**src/csr_pkg.sv**
```systemverilog
package csr_pkg;

    typedef logic [13:0] csr_addr_t;
    typedef logic [31:0] csr_word_t;
    typedef logic [5:0]  ecode_t;

    // Register addresses
    localparam csr_addr_t CSR_CRMD   = 14'h0;
    localparam csr_addr_t CSR_PRMD   = 14'h1;
    localparam csr_addr_t CSR_ECFG   = 14'h4;
    localparam csr_addr_t CSR_ESTAT  = 14'h5;
    localparam csr_addr_t CSR_ERA    = 14'h6;
    localparam csr_addr_t CSR_BADV   = 14'h7;
    localparam csr_addr_t CSR_EENTRY = 14'hC;
    localparam csr_addr_t CSR_SAVE0  = 14'h30;
    localparam csr_addr_t CSR_TCFG   = 14'h41;
    localparam csr_addr_t CSR_TVAL   = 14'h42;
    localparam csr_addr_t CSR_TICLR  = 14'h44;

    // CRMD fields
    localparam int CRMD_PLV_LO  = 0;
    localparam int CRMD_PLV_HI  = 1;
    localparam int CRMD_IE      = 2;
    localparam int CRMD_DA      = 3;
    localparam int CRMD_PG      = 4;
    localparam int CRMD_DATF_LO = 5;
    localparam int CRMD_DATF_HI = 6;
    localparam int CRMD_DATM_LO = 7;
    localparam int CRMD_DATM_HI = 8;

    localparam int PRMD_PPLV_LO = 0;
    localparam int PRMD_PPLV_HI = 1;
    localparam int PRMD_PIE     = 2;

    localparam int IRQ_BITS = 13;
    localparam int N_HW_IRQ = 8;
    // Bit 10 of LIE is reserved
    localparam logic [IRQ_BITS-1:0] ECFG_LIE_MASK = 13'h1BFF;

    localparam int ESTAT_IS_SOFT_LO  = 0;
    localparam int ESTAT_IS_SOFT_HI  = 1;
    localparam int ESTAT_IS_HARD_LO  = 2;
    localparam int ESTAT_IS_HARD_HI  = 9;
    localparam int ESTAT_IS_TI       = 11;
    localparam int ESTAT_ECODE_LO    = 16;
    localparam int ESTAT_ECODE_HI    = 21;
    localparam int ESTAT_ESUBCODE_LO = 22;
    localparam int ESTAT_ESUBCODE_HI = 30;

    localparam int EENTRY_VA_LO = 6;
    localparam int EENTRY_VA_HI = 31;

    localparam int TCFG_EN         = 0;
    localparam int TCFG_PERIODIC   = 1;
    localparam int TCFG_INITVAL_LO = 2;
    localparam int TCFG_INITVAL_HI = 31;

    // Direct address mode out of reset
    localparam csr_word_t CRMD_RESET = 32'h8;

endpackage

```
**src/csr_file.sv**
```systemverilog
`timescale 1ns/1ps

module csr_file #(
    parameter int N_SAVE = 4
) (
    input  logic                         clk,
    input  logic                         aresetn,
    input  logic                         csr_en,
    input  csr_pkg::csr_addr_t           addr,
    input  logic                         wen,
    input  csr_pkg::csr_word_t           wdata,
    input  logic                         exception,
    input  logic                         ertn,
    input  logic [6:0]                   expcode_in,
    input  logic                         wen_expcode,
    input  csr_pkg::csr_word_t           era_in,
    input  logic                         wen_era,
    input  csr_pkg::csr_word_t           badv_in,
    input  logic                         wen_badv,
    input  logic [csr_pkg::N_HW_IRQ-1:0] hardware_interrupt,
    output csr_pkg::csr_word_t           rdata,
    output csr_pkg::csr_word_t           crmd,
    output csr_pkg::csr_word_t           estat,
    output csr_pkg::csr_word_t           era_out,
    output csr_pkg::csr_word_t           eentry,
    output logic                         cpu_interrupt,
    output logic                         idle_over
);
    import csr_pkg::*;

    csr_word_t prmd;
    csr_word_t ecfg;
    csr_word_t badv;
    csr_word_t tcfg;
    csr_word_t tval;
    csr_word_t save_regs [N_SAVE];
    logic      ti_flag;

    csr_mode_except i_mode_except (
        .clk                (clk),
        .aresetn            (aresetn),
        .csr_en             (csr_en),
        .addr               (addr),
        .wen                (wen),
        .wdata              (wdata),
        .exception          (exception),
        .ertn               (ertn),
        .expcode_in         (expcode_in),
        .wen_expcode        (wen_expcode),
        .era_in             (era_in),
        .badv_in            (badv_in),
        .wen_era            (wen_era),
        .wen_badv           (wen_badv),
        .hardware_interrupt (hardware_interrupt),
        .ti_flag            (ti_flag),
        .crmd               (crmd),
        .prmd               (prmd),
        .ecfg               (ecfg),
        .estat              (estat),
        .era                (era_out),
        .badv               (badv),
        .eentry             (eentry),
        .cpu_interrupt      (cpu_interrupt),
        .idle_over          (idle_over)
    );

    csr_timer i_timer (
        .clk     (clk),
        .aresetn (aresetn),
        .csr_en  (csr_en),
        .addr    (addr),
        .wen     (wen),
        .wdata   (wdata),
        .tcfg    (tcfg),
        .tval    (tval),
        .ti_flag (ti_flag)
    );

    csr_save_bank #(
        .N_SAVE (N_SAVE)
    ) i_save_bank (
        .clk       (clk),
        .aresetn   (aresetn),
        .csr_en    (csr_en),
        .addr      (addr),
        .wen       (wen),
        .wdata     (wdata),
        .save_regs (save_regs)
    );

    csr_read_mux #(
        .N_SAVE (N_SAVE)
    ) i_read_mux (
        .addr      (addr),
        .crmd      (crmd),
        .prmd      (prmd),
        .ecfg      (ecfg),
        .estat     (estat),
        .era       (era_out),
        .badv      (badv),
        .eentry    (eentry),
        .tcfg      (tcfg),
        .tval      (tval),
        .save_regs (save_regs),
        .rdata     (rdata)
    );

endmodule

```
**src/csr_mode_except.sv**
```systemverilog
`timescale 1ns/1ps

module csr_mode_except (
    input  logic                         clk,
    input  logic                         aresetn,
    input  logic                         csr_en,
    input  csr_pkg::csr_addr_t           addr,
    input  logic                         wen,
    input  csr_pkg::csr_word_t           wdata,
    input  logic                         exception,
    input  logic                         ertn,
    input  logic [6:0]                   expcode_in,
    input  logic                         wen_expcode,
    input  csr_pkg::csr_word_t           era_in,
    input  csr_pkg::csr_word_t           badv_in,
    input  logic                         wen_era,
    input  logic                         wen_badv,
    input  logic [csr_pkg::N_HW_IRQ-1:0] hardware_interrupt,
    input  logic                         ti_flag,
    output csr_pkg::csr_word_t           crmd,
    output csr_pkg::csr_word_t           prmd,
    output csr_pkg::csr_word_t           ecfg,
    output csr_pkg::csr_word_t           estat,
    output csr_pkg::csr_word_t           era,
    output csr_pkg::csr_word_t           badv,
    output csr_pkg::csr_word_t           eentry,
    output logic                         cpu_interrupt,
    output logic                         idle_over
);
    import csr_pkg::*;

    logic                                    sw_wr;
    logic [CRMD_PLV_HI:CRMD_PLV_LO]          crmd_plv;
    logic                                    crmd_ie;
    logic                                    crmd_da;
    logic                                    crmd_pg;
    logic [CRMD_DATF_HI:CRMD_DATF_LO]        crmd_datf;
    logic [CRMD_DATM_HI:CRMD_DATM_LO]        crmd_datm;
    logic [PRMD_PPLV_HI:PRMD_PPLV_LO]        prmd_pplv;
    logic                                    prmd_pie;
    logic [IRQ_BITS-1:0]                     ecfg_lie;
    logic [ESTAT_IS_SOFT_HI:ESTAT_IS_SOFT_LO] estat_is_soft;
    ecode_t                                  estat_ecode;
    logic [ESTAT_ESUBCODE_HI:ESTAT_ESUBCODE_LO] estat_esubcode;
    logic [EENTRY_VA_HI:EENTRY_VA_LO]        eentry_va;

    assign sw_wr = csr_en & wen;

    always_ff @(posedge clk) begin
        if (!aresetn) begin
            crmd_plv  <= CRMD_RESET[CRMD_PLV_HI:CRMD_PLV_LO];
            crmd_ie   <= CRMD_RESET[CRMD_IE];
            crmd_da   <= CRMD_RESET[CRMD_DA];
            crmd_pg   <= CRMD_RESET[CRMD_PG];
            crmd_datf <= CRMD_RESET[CRMD_DATF_HI:CRMD_DATF_LO];
            crmd_datm <= CRMD_RESET[CRMD_DATM_HI:CRMD_DATM_LO];
        end else if (ertn) begin
            crmd_plv <= prmd_pplv;
            crmd_ie  <= prmd_pie;
        end else if (exception) begin
            crmd_plv <= '0;
            crmd_ie  <= 1'b0;
        end else if (sw_wr && addr == CSR_CRMD) begin
            crmd_plv  <= wdata[CRMD_PLV_HI:CRMD_PLV_LO];
            crmd_ie   <= wdata[CRMD_IE];
            crmd_datf <= wdata[CRMD_DATF_HI:CRMD_DATF_LO];
            crmd_datm <= wdata[CRMD_DATM_HI:CRMD_DATM_LO];
            // Only a legal PG/DA pair is taken
            if (wdata[CRMD_PG] ^ wdata[CRMD_DA]) begin
                crmd_pg <= wdata[CRMD_PG];
                crmd_da <= wdata[CRMD_DA];
            end
        end
    end

    always_ff @(posedge clk) begin
        if (!aresetn) begin
            prmd_pplv <= '0;
            prmd_pie  <= 1'b0;
        end else if (exception) begin
            prmd_pplv <= crmd_plv;
            prmd_pie  <= crmd_ie;
        end else if (sw_wr && addr == CSR_PRMD) begin
            prmd_pplv <= wdata[PRMD_PPLV_HI:PRMD_PPLV_LO];
            prmd_pie  <= wdata[PRMD_PIE];
        end
    end

    always_ff @(posedge clk) begin
        if (!aresetn) begin
            ecfg_lie      <= '0;
            eentry_va     <= '0;
            estat_is_soft <= '0;
        end else if (sw_wr) begin
            if (addr == CSR_ECFG) begin
                ecfg_lie <= wdata[IRQ_BITS-1:0] & ECFG_LIE_MASK;
            end
            if (addr == CSR_EENTRY) begin
                eentry_va <= wdata[EENTRY_VA_HI:EENTRY_VA_LO];
            end
            if (addr == CSR_ESTAT && !wen_expcode) begin
                estat_is_soft <= wdata[ESTAT_IS_SOFT_HI:ESTAT_IS_SOFT_LO];
            end
        end
    end

    // Sub-code is only meaningful alongside a nonzero code
    always_ff @(posedge clk) begin
        if (!aresetn) begin
            estat_ecode    <= '0;
            estat_esubcode <= '0;
        end else if (wen_expcode) begin
            estat_ecode    <= expcode_in[5:0];
            estat_esubcode <= (expcode_in[5:0] == '0) ? '0 : {8'b0, expcode_in[6]};
        end
    end

    always_ff @(posedge clk) begin
        if (!aresetn) begin
            era  <= '0;
            badv <= '0;
        end else begin
            if (wen_era) begin
                era <= era_in;
            end else if (sw_wr && addr == CSR_ERA) begin
                era <= wdata;
            end
            if (wen_badv) begin
                badv <= badv_in;
            end else if (sw_wr && addr == CSR_BADV) begin
                badv <= wdata;
            end
        end
    end

    always_comb begin
        crmd = '0;
        crmd[CRMD_PLV_HI:CRMD_PLV_LO]   = crmd_plv;
        crmd[CRMD_IE]                   = crmd_ie;
        crmd[CRMD_DA]                   = crmd_da;
        crmd[CRMD_PG]                   = crmd_pg;
        crmd[CRMD_DATF_HI:CRMD_DATF_LO] = crmd_datf;
        crmd[CRMD_DATM_HI:CRMD_DATM_LO] = crmd_datm;
        prmd = '0;
        prmd[PRMD_PPLV_HI:PRMD_PPLV_LO] = prmd_pplv;
        prmd[PRMD_PIE]                  = prmd_pie;
        ecfg = '0;
        ecfg[IRQ_BITS-1:0] = ecfg_lie;
        eentry = '0;
        eentry[EENTRY_VA_HI:EENTRY_VA_LO] = eentry_va;
    end

    // Hardware and timer bits follow their sources directly
    always_comb begin
        estat = '0;
        estat[ESTAT_IS_SOFT_HI:ESTAT_IS_SOFT_LO]   = estat_is_soft;
        estat[ESTAT_IS_HARD_HI:ESTAT_IS_HARD_LO]   = hardware_interrupt;
        estat[ESTAT_IS_TI]                         = ti_flag;
        estat[ESTAT_ECODE_HI:ESTAT_ECODE_LO]       = estat_ecode;
        estat[ESTAT_ESUBCODE_HI:ESTAT_ESUBCODE_LO] = estat_esubcode;
    end

    assign cpu_interrupt = crmd_ie & (|(ecfg_lie & estat[IRQ_BITS-1:0]));
    // Any pending source ends idle, enabled or not
    assign idle_over = |estat[IRQ_BITS-1:0];

endmodule

```
**src/csr_read_mux.sv**
```systemverilog
`timescale 1ns/1ps

module csr_read_mux #(
    parameter int N_SAVE = 4
) (
    input  csr_pkg::csr_addr_t addr,
    input  csr_pkg::csr_word_t crmd,
    input  csr_pkg::csr_word_t prmd,
    input  csr_pkg::csr_word_t ecfg,
    input  csr_pkg::csr_word_t estat,
    input  csr_pkg::csr_word_t era,
    input  csr_pkg::csr_word_t badv,
    input  csr_pkg::csr_word_t eentry,
    input  csr_pkg::csr_word_t tcfg,
    input  csr_pkg::csr_word_t tval,
    input  csr_pkg::csr_word_t save_regs [N_SAVE],
    output csr_pkg::csr_word_t rdata
);
    import csr_pkg::*;

    // TICLR and unmapped addresses fall through as zero
    always_comb begin
        rdata = '0;
        case (addr)
            CSR_CRMD:   rdata = crmd;
            CSR_PRMD:   rdata = prmd;
            CSR_ECFG:   rdata = ecfg;
            CSR_ESTAT:  rdata = estat;
            CSR_ERA:    rdata = era;
            CSR_BADV:   rdata = badv;
            CSR_EENTRY: rdata = eentry;
            CSR_TCFG:   rdata = tcfg;
            CSR_TVAL:   rdata = tval;
            default: begin
                for (int i = 0; i < N_SAVE; i++) begin
                    if (addr == CSR_SAVE0 + csr_addr_t'(i)) begin
                        rdata = save_regs[i];
                    end
                end
            end
        endcase
    end

endmodule

```
**src/csr_save_bank.sv**
```systemverilog
`timescale 1ns/1ps

module csr_save_bank #(
    parameter int N_SAVE = 4
) (
    input  logic               clk,
    input  logic               aresetn,
    input  logic               csr_en,
    input  csr_pkg::csr_addr_t addr,
    input  logic               wen,
    input  csr_pkg::csr_word_t wdata,
    output csr_pkg::csr_word_t save_regs [N_SAVE]
);
    import csr_pkg::*;

    logic sw_wr;

    assign sw_wr = csr_en & wen;

    // SAVEn sits at CSR_SAVE0 + n
    always_ff @(posedge clk) begin
        if (!aresetn) begin
            for (int i = 0; i < N_SAVE; i++) begin
                save_regs[i] <= '0;
            end
        end else if (sw_wr) begin
            for (int i = 0; i < N_SAVE; i++) begin
                if (addr == CSR_SAVE0 + csr_addr_t'(i)) begin
                    save_regs[i] <= wdata;
                end
            end
        end
    end

endmodule

```
**src/csr_timer.sv**
```systemverilog
`timescale 1ns/1ps

module csr_timer (
    input  logic               clk,
    input  logic               aresetn,
    input  logic               csr_en,
    input  csr_pkg::csr_addr_t addr,
    input  logic               wen,
    input  csr_pkg::csr_word_t wdata,
    output csr_pkg::csr_word_t tcfg,
    output csr_pkg::csr_word_t tval,
    output logic               ti_flag
);
    import csr_pkg::*;

    logic                                  sw_wr;
    logic                                  tcfg_en;
    logic                                  tcfg_periodic;
    logic [TCFG_INITVAL_HI:TCFG_INITVAL_LO] tcfg_initval;
    logic                                  reload_pulse;
    logic                                  time_out;

    assign sw_wr = csr_en & wen;

    always_ff @(posedge clk) begin
        if (!aresetn) begin
            tcfg_en       <= 1'b0;
            tcfg_periodic <= 1'b0;
            tcfg_initval  <= '0;
            reload_pulse  <= 1'b0;
        end else begin
            reload_pulse <= sw_wr && addr == CSR_TCFG;
            if (sw_wr && addr == CSR_TCFG) begin
                tcfg_en       <= wdata[TCFG_EN];
                tcfg_periodic <= wdata[TCFG_PERIODIC];
                tcfg_initval  <= wdata[TCFG_INITVAL_HI:TCFG_INITVAL_LO];
            end
        end
    end

    // Reload value is one above INITVAL*4 so that zero still fires
    always_ff @(posedge clk) begin
        if (!aresetn) begin
            tval     <= '0;
            time_out <= 1'b0;
        end else if (reload_pulse || tval == '0) begin
            time_out <= 1'b0;
            if (reload_pulse || tcfg_periodic) begin
                tval <= {tcfg_initval, 2'b01};
            end
        end else if (tcfg_en) begin
            tval     <= tval - 1'b1;
            time_out <= (tval == 32'd1);
        end
    end

    // Sticky until software clears it through TICLR
    always_ff @(posedge clk) begin
        if (!aresetn) begin
            ti_flag <= 1'b0;
        end else if (sw_wr && addr == CSR_TICLR) begin
            ti_flag <= 1'b0;
        end else if (time_out) begin
            ti_flag <= 1'b1;
        end
    end

    always_comb begin
        tcfg = '0;
        tcfg[TCFG_EN]                          = tcfg_en;
        tcfg[TCFG_PERIODIC]                    = tcfg_periodic;
        tcfg[TCFG_INITVAL_HI:TCFG_INITVAL_LO]  = tcfg_initval;
    end

endmodule
```
**config.mk**
```make
export PLATFORM = sky130hd
export DESIGN_NAME = csr_file
export DESIGN_NICKNAME = d
export VERILOG_FILES = /design/src/csr_pkg.sv /design/src/csr_file.sv /design/src/csr_mode_except.sv /design/src/csr_read_mux.sv /design/src/csr_save_bank.sv /design/src/csr_timer.sv
export SDC_FILE = /design/constraint.sdc
export NUM_CORES = 1
export LEC_CHECK = 0
export CAP_MARGIN = 10
export CORE_MARGIN = 1
export CORE_UTILIZATION = 55
export CTS_CLUSTER_DIAMETER = 60
export DETAILED_ROUTE_END_ITERATION = 10
export DONT_BUFFER_PORTS = 1
export PLACE_DENSITY = 0.7
export SLEW_MARGIN = 20
export SYNTH_ARGS = -nofsm -noshare
export SYNTH_HDL_FRONTEND = slang
export SYNTH_SLANG_ARGS = --single-unit
```
**constraint.sdc**
```tcl
create_clock -name clk -period 6.1 [get_ports clk]
set_input_delay 0.305 -clock clk [delete_from_list [all_inputs] [get_ports clk]]
set_output_delay 0.305 -clock clk [all_outputs]
set_load 0.03 [all_outputs]
```
Word level (Yosys, flattened, before mapping)
Cells that the tools add are included.

storage, ports and cells
  bits in registers = 326
  input bits = 134

operators by class
  add/subtract/negate cells = 1
  mux-type cells = 23
  reduce and logical (&&, ||, !) cells = 32
  bitwise operators = 7
  equal/unequal tests = 15

operators by type and width
  kind                                                                   number
  32-bit two-way mux                                                     11
  32-bit case mux with 9 select lines                                    1
  14-bit by 3-bit == test with 1-bit output (second input constant)      4
  14-bit by 6-bit == test with 1-bit output (second input constant)      4
  14-bit by 7-bit == test with 1-bit output (second input constant)      3
  32-bit by 1-bit == test with 1-bit output (second input constant)      1
  32-bit zero test                                                       1
  32-bit by 1-bit subtractor with 32-bit output (second input constant)  1
  2-bit AND reduction                                                    8
  14-bit by 1-bit == test with 1-bit output (second input constant)      1
  14-bit by 4-bit == test with 1-bit output (second input constant)      1
  14-bit zero test                                                       1
  13-bit by 12-bit AND with 13-bit output                                1
  13-bit OR reduction                                                    1
  11-bit OR reduction                                                    1
  2-bit two-way mux                                                      5
  2-bit nonzero test                                                     4
  1-bit logical AND                                                      7
  6-bit zero test                                                        1
  1-bit two-way mux                                                      6
  4-bit AND reduction                                                    1
  2-bit OR reduction                                                     2
  1-bit inverter                                                         3
  3-bit AND reduction                                                    1
  6 further kinds                                                        8

Depth between registers and ports, before layout
Gate-level depths: netlist (run 1).

  depth after elaboration = 6
  depth in mapped cells = 9

Modules after synthesis
From an unflattened synthesis (run 1), not the netlist that was laid out.

second synthesis, totals
  cell total of the unflattened synthesis = 1974
  area, all modules = 17743.3 um^2

modules (own cells, without submodules)
  module           times used  cells each  sequential area each (um^2)  area each (um^2)
  csr_mode_except  1           674         2462.4                       5895.7
  csr_save_bank    1           458         2562.5                       4790.8
  csr_timer        1           426         1341.3                       3693.5
  csr_read_mux     1           416         0.0                          3363.2

Worst setup path after synthesis (run 1)
Ideal clock, no wire load.

  path kind = input -> output
  from = input addr[1]
  to = output rdata[14]
  data required time = 5795 ps
  arrival = 2411 ps
  slack = 3384 ps
  buffers on the path = 4
  stages = 6
  cells stage by stage = clkbuf_1 > buf_1 > clkbuf_1 > nand2_1 > clkbuf_1 > o211ai_1

between the ends
  longest elaborated chain between the ends = 6

ends and longest elaborated chain
  what                                       RTL line            text
  from (decl)                                csr_file.sv:9       input csr_pkg::csr_addr_t addr,
  14-bit by 6-bit == test with 1-bit output  csr_read_mux.sv:36  if (addr == CSR_SAVE0 + csr_addr_t'(i)) begin
  32-bit two-way mux (4 in series)           csr_read_mux.sv:36
  32-bit case mux with 9 select lines (*)    csr_read_mux.sv:24  case (addr)
  to (decl)                                  csr_file.sv:21      output csr_pkg::csr_word_t rdata,

Mark *: on every way between the ends. The rest lies on a longest branch, timed or not.

Worst setup path in the final report (run 1)
  from = input addr[11]
  to = output rdata[18]

Same word-level chain as after synthesis.

==> impl_metrics.ini, run 1 <==
[global_routing]
antenna_found_initial = 4
gr-max-usage-layer = met2
met3_usage = 0.104
overflow = 0
grt_pass1_wl_mm = 87.3
use_met1 = 0.559
grt_start_max_net_pins = 129
use_met2 = 0.585
track_usage = 0.400
grt_pass1_vias = 14169

[setup_path]
crit_fanout = 23
worstPathArrival_ns = 3.02
reg2reg_depth = 8
end_kind = primary output
crit_required_ns = 5.79
cp-start-kind = primary input
r2r_slack_ns = 2.85
critPathKind = primary input to primary output

[power]
vdd_drop_max_mv = 0.210
leakage_nw = 6.30
power.density_nw_per_um2 = 259

[timing]
hold_viol_final = 0
drv_slew = 0
fin_crit_ns = 3.32
max-slew-margin-rel = 0.287
setup_viol = 0
min_period_over_period = 0.545
rsz0062_at_grt = no
whs_ns = 0.00541
finalSetupTns_ns = 0
max_freq_ghz = 0.301
tightest_slew_ns = 1.06
fin_skew_ns = 0.0119

[floorplan]
placementRows = 61
die_y_um = 170
die_w_um = 170
core_area_um2 = 27900
start_util = 0.560
ioPinCount = 296
die-area_um2 = 29000

[min_path]
hold_class = primary input to flip-flop
min_path_cells = 2

[cells_and_area]
multiInputGateArea_um2 = 8320
fill_cells = 2292
drive_above_1_share = 0.0920
syn2layout_area_growth_pct = 14.7
layout.nets = 2024
seq_area_um2 = 6370

[cts]
cts_buffer_depth = 3
path_clk_slew_ns = 0.06
cts_made_buffers = 35
cts.sinks = 318
cts_root_buf = clkbuf_16
cts_tree = done
htree_levels = 2
clk_latency_ns = 0.52

[logic_synthesis]
synth-async-reset-ratio = 0
yosys-top-cells-count = 462 x nand2_1, 318 x dfxtp_1, 270 x a21oi_1, 132 x clkbuf_1, 102 x mux2i_1
ys.warnings.count = 0
yosys.area.top_type = dfxtp_1
synth_flop_cell = dfxtp_1
synth_cells = 1878
syn_avg_cell_area_um2 = 8.31
ys_top_cells_by_area = dfxtp_1 41%, nand2_1 11%, a21oi_1 8.7%, mux2i_1 6.5%, mux4_2 5.8%
ys_types = 69
yosysSeqAreaShare = 0.408
synth_top_area_frac = 0.408
synthesis.area_um2 = 15600
synth_enable_flop_cells = 0
ys_ff_latch = 318
yosysMostFrequentCell = nand2_1

[routing]
wirelength_mm = 58.6
ant_nets = 0
drt-initial-drc-count = 2602
first_pass_iters = 9
via_count = 15269
wire_per_inst_um = 25.6
vias_per_cell = 6.66
drc = 0

[flow_run]
maxCapViolCount = 0

[placed_design]
gp_congestion = 0.973
port_buffers = 0
hpwlAfterDp_mm = 36.3

[run_status]
status = completed
[worst max-delay path, stage by stage]
cell	delay (ns)
nor4_1	0.61
nand3_1	0.28
nor4_2	0.83
buf_4	0.44
a222oi_1	0.23
nand2_1	0.31
[registers in the layout, summed over array words and instances, names as in the netlist, 2 cells and up]
register                     flops
i_mode_except.crmd_datf          2
i_mode_except.ecfg_lie          12
i_mode_except.eentry_va         26
i_mode_except.era               32
i_mode_except.crmd_plv           2
i_mode_except.estat_is_soft      2
i_mode_except.estat_ecode        6
i_timer.tcfg_initval            30
i_mode_except.crmd_datm          2
i_mode_except.badv              32
i_save_bank.save_regs          128
i_mode_except.prmd_pplv          2
i_timer.tval                    32
[stage by stage]
step                      power [mW]  setup WS, ns  instance area, µm²   util  cells
after global placement          2.40          2.86               15400  0.553   2097
after detailed placement        2.40          2.90               15400  0.553   2097
final                           4.63          2.78               17900  0.642   2292
after CTS                       4.62          2.88               17900  0.642   2291
after global routing            4.73          2.69               17900  0.642   2292
after floorplan                 2.44          3.38               15800      -   1920
[logic make-up after synthesis]
| logic type | synth area share |
|---|---|
| compound gates | 0.176 |
| xor+xnor | 0.00168 |
| fa+ha+maj | 0.00160 |
| buf+inv | 0.0732 |
| flops | 0.408 |
| mux | 0.151 |
| other cells | 0.000240 |
| simple gates | 0.189 |
[worst paths after layout]
check / start / endpoint
worst max-delay path: addr[11] / rdata[18]
worst min-delay path: badv_in[29] / i_mode_except.badv[29]
worst max register to register: i_timer.tval[0] / i_timer.tval[13]
worst min register to register: i_save_bank.save_regs[39] / i_save_bank.save_regs[39]
[layout make-up]
cell class,instances,share of cell area
diodes,1,0.000140
clock buffers,55,0.0588
clock inverters,7,0.00559
inverters,11,0.00273
multi-input cells,1364,0.465
flip-flops and latches,318,0.356
well taps,378,0.0264
repair buffers,158,0.0853
[power by group]
| part | switching, mW | leakage [nW] | internal [mW] | total [mW] |
|---|---|---|---|---|
| sequential | 0.0693 | 2.58 | 2.11 | 2.18 |
| combinational | 0.181 | 3.16 | 0.131 | 0.313 |
| clock | 0.871 | 0.566 | 1.27 | 2.14 |
[placed cells by master, fill, tap and decap left out, drive strengths merged, types with 5 or more instances in the layout]
cell type and count:
nand4 11, o21ai 55, a22oi 10, or4 8, a21oi 270, nand2 463
clkbuf 55, o21a 5, nand3 21, o211ai 20, mux2i 102, buf 27
conb 43, and2 10, mux4 40, nor4 21, mux2 38, nor3b 5
a211oi 5, dlygate4sd3 131, nor2b 6, and3 7, nor2 88, clkinv 5
nor3 26, inv 11, a22o 11, dfxtp 318, a222oi 43
[routing by layer]
| metal | share of wire | up-vias |
|---|---|---|
| li1 | - | 6561 |
| met1 | 0.38 | 7315 |
| met2 | 0.43 | 1189 |
| met3 | 0.14 | 200 |
| met4 | 0.045 | 4 |
| met5 | 0.00056 | - |
[repair_timing]
action                                 CTS  global route
resized for setup                        0             0
hold buffers                           132             0
endpoints found under the hold margin  285             0
buffers inserted                         0             0
Power figures use the tool's default switching activity.
==> inputs of run 2 (changes only) <==
--- a/config.mk
+++ b/config.mk
@@ -5,6 +5,7 @@
 export SDC_FILE = /design/constraint.sdc
 export NUM_CORES = 1
 export LEC_CHECK = 0
+export ABC_AREA = 1
 export CAP_MARGIN = 10
 export CORE_MARGIN = 1
 export CORE_UTILIZATION = 55
==> constraint.sdc (replaced) <==
create_clock -name clk -period 3.2 [get_ports clk]
set_input_delay 0.16 -clock clk [delete_from_list [all_inputs] [get_ports clk]]
set_output_delay 0.16 -clock clk [all_outputs]
set_load 0.03 [all_outputs]
==> run 2 against run 1 <==
  * Non-clock buffer count up 18
  * Critical endpoint is now rdata[5]
  * Clock power rose by 99%
  * First-iteration DRC count down 21%
  * Routed wire length is 7.9% higher
==> impl_metrics.ini, run 2 <==
[logic_synthesis]
synth_top_area_frac = 0.394
ys_ff_latch = 318
yosysMostFrequentCell = nand2_1
yosys.area.top_type = dfxtp_1
ys_types = 45
synth-compound-area-share = 0.222
synth-async-reset-ratio = 0
synth_enable_flop_cells = 0
synthMuxAreaShare = 0
yosys-top-cells-count = 488 x nand2_1, 335 x o21ai_0, 318 x dfxtp_1, 265 x inv_1, 229 x nor2_1
synth-simple-area-share = 0.248
ys_top_cells_by_area = dfxtp_1 39%, nand2_1 11%, o21ai_0 10%, a21oi_1 6.5%, inv_1 6.2%
synth_flop_cell = dfxtp_1
ys.warnings.count = 0
synth_cells = 2413
synthesis.area_um2 = 16200
yosysSeqAreaShare = 0.394
syn_avg_cell_area_um2 = 6.69
synth_top_family_by_area = simple AND/OR/NAND/NOR gates
synthAdderAreaFrac = 0.00155
synth_xor_area_frac = 0.00651

[routing]
drt-initial-drc-count = 2067
first_pass_iters = 8
wirelength_mm = 63.3
drc = 0
via_count = 17174
ant_nets = 0
vias_per_cell = 5.96
wire_per_inst_um = 22.0

[placed_design]
placed_area_um2 = 16000
gp_congestion = 1.06
port_buffers = 0
hpwlAfterDp_mm = 42.1

[cts]
cts_made_buffers = 36
cts_buffer_depth = 3
cts_hold_buf = 148
path_clk_slew_ns = 0.06
cts_tree = done
clk_latency_ns = 0.54
cts_root_buf = clkbuf_16
ctsResizeCount = 0
htree_levels = 2
cts.sinks = 318
cts_setup_buffers = 0

[setup_path]
cp-start-kind = primary input
worstPathArrival_ns = 2.68
r2r-start = i_timer.tval[0]
critPathKind = primary input to primary output
end_kind = primary output
crit_fanout = 19
crit_required_ns = 3.04
crit_start = addr[6]

[cells_and_area]
top_register = i_save_bank.save_regs
syn2layout_area_growth_pct = 15.9
final_cell_mix = 487 x nand2_1, 335 x o21ai_0, 318 x dfxtp_1
final_area_um2 = 18700
layout.nets = 2604
drive_above_1_share = 0.0518
fill_cells = 2720
final_common_cell = nand2_1
largest_register_ffs = 128
final_core_util = 0.651

[timing]
setup_viol = 0
fin_crit_ns = 2.84
hold_viol_final = 0
max_freq_ghz = 0.352
fin_skew_ns = 0.0375
max-slew-margin-rel = 0.267
min_period_over_period = 0.888
rsz0062_at_grt = no
tightest_slew_ns = 1.10
drv_slew = 0
finalSetupTns_ns = 0

[power]
leakage_nw = 7.76
vdd_drop_max_mv = 0.501
power.density_nw_per_um2 = 484

[min_path]
hold_class = primary input to flip-flop
hp-start = addr[5]

[global_routing]
grt_pass1_wl_mm = 94.8
met3_usage = 0.112
gr-max-usage-layer = met2
track_usage = 0.410
grt_start_max_net_pins = 248
use_met2 = 0.595
overflow = 0
grt_pass1_vias = 15472
use_met1 = 0.592
antenna_found_initial = 5

[floorplan]
die_w_um = 173
core_area_um2 = 28800
die_y_um = 173
die-area_um2 = 30100
start_util = 0.561
placementRows = 62
ioPinCount = 296

[run_status]
status = completed

[flow_run]
maxCapViolCount = 0
[run 2: per-stage QoR]
step / setup slack, ns / cells / hold slack [ns] / power, mW
detailed placement: 0.646 / 2666 / 0.254 / 4.61
floorplan: 1.35 / 2455 / 0.295 / 4.60
finish: 0.359 / 2882 / 0.0150 / 9.07
global route: 0.181 / 2877 / 0.0404 / 9.28
CTS: 0.400 / 2874 / 0.00144 / 9.03
global placement: 0.693 / 2666 / 0.252 / 4.60
[run 2: per-layer routing]
| layer | wire, µm | part of all wire |
|---|---|---|
| met1 | 26800 | 0.42 |
| met2 | 26200 | 0.41 |
| met4 | 1960 | 0.031 |
| met3 | 8340 | 0.13 |
| met5 | 0 | 0 |
[run 2: power by group]
group	internal [mW]	total (mW)	leakage [nW]	switching, mW
registers	4.03	4.17	2.58	0.149
clock network	2.50	4.25	0.584	1.75
logic	0.225	0.651	4.59	0.426
[run 2: kinds of logic after synthesis]
logic type,count (synthesis)
AOI/OAI and AO/OA,658
xor gates and xnor gates,12
adders and majority gates,2
buffers and inverters,473
DFF,318
other,1
and+or+nand+nor,949
[run 2: final timing paths]
check	endpoint	slack [ns]	cells after the start
worst min-delay path	i_timer.ti_flag	0.02	4
worst max-delay path	rdata[5]	0.36	11
worst max register to register	i_timer.tval[1]	0.87	12
worst min register to register	i_save_bank.save_regs[73]	0.44	2
[run 2: critical path: stages]
cell,delay [ns]
dlygate4sd3_1,0.54
nand3_1,0.08
inv_1,0.09
nand3_1,0.12
nand2_1,0.06
nor2_1,0.09
nand3_1,0.20
inv_1,0.61
buf_4,0.34
nand3_1,0.11
nand2_1,0.26
[run 2: layout make-up]
type / instances / area, µm² / area share
Clock buffer: 46 / 1020 / 0.0545
Clock inverter: 14 / 169 / 0.00902
Sequential cell: 318 / 6370 / 0.340
Inverter: 272 / 1020 / 0.0546
Timing Repair Buffer: 176 / 1740 / 0.0931
Antenna cell: 8 / 20.0 / 0.00107
Tap cell: 384 / 480 / 0.0257
Multi-Input combinational cell: 1664 / 7910 / 0.422
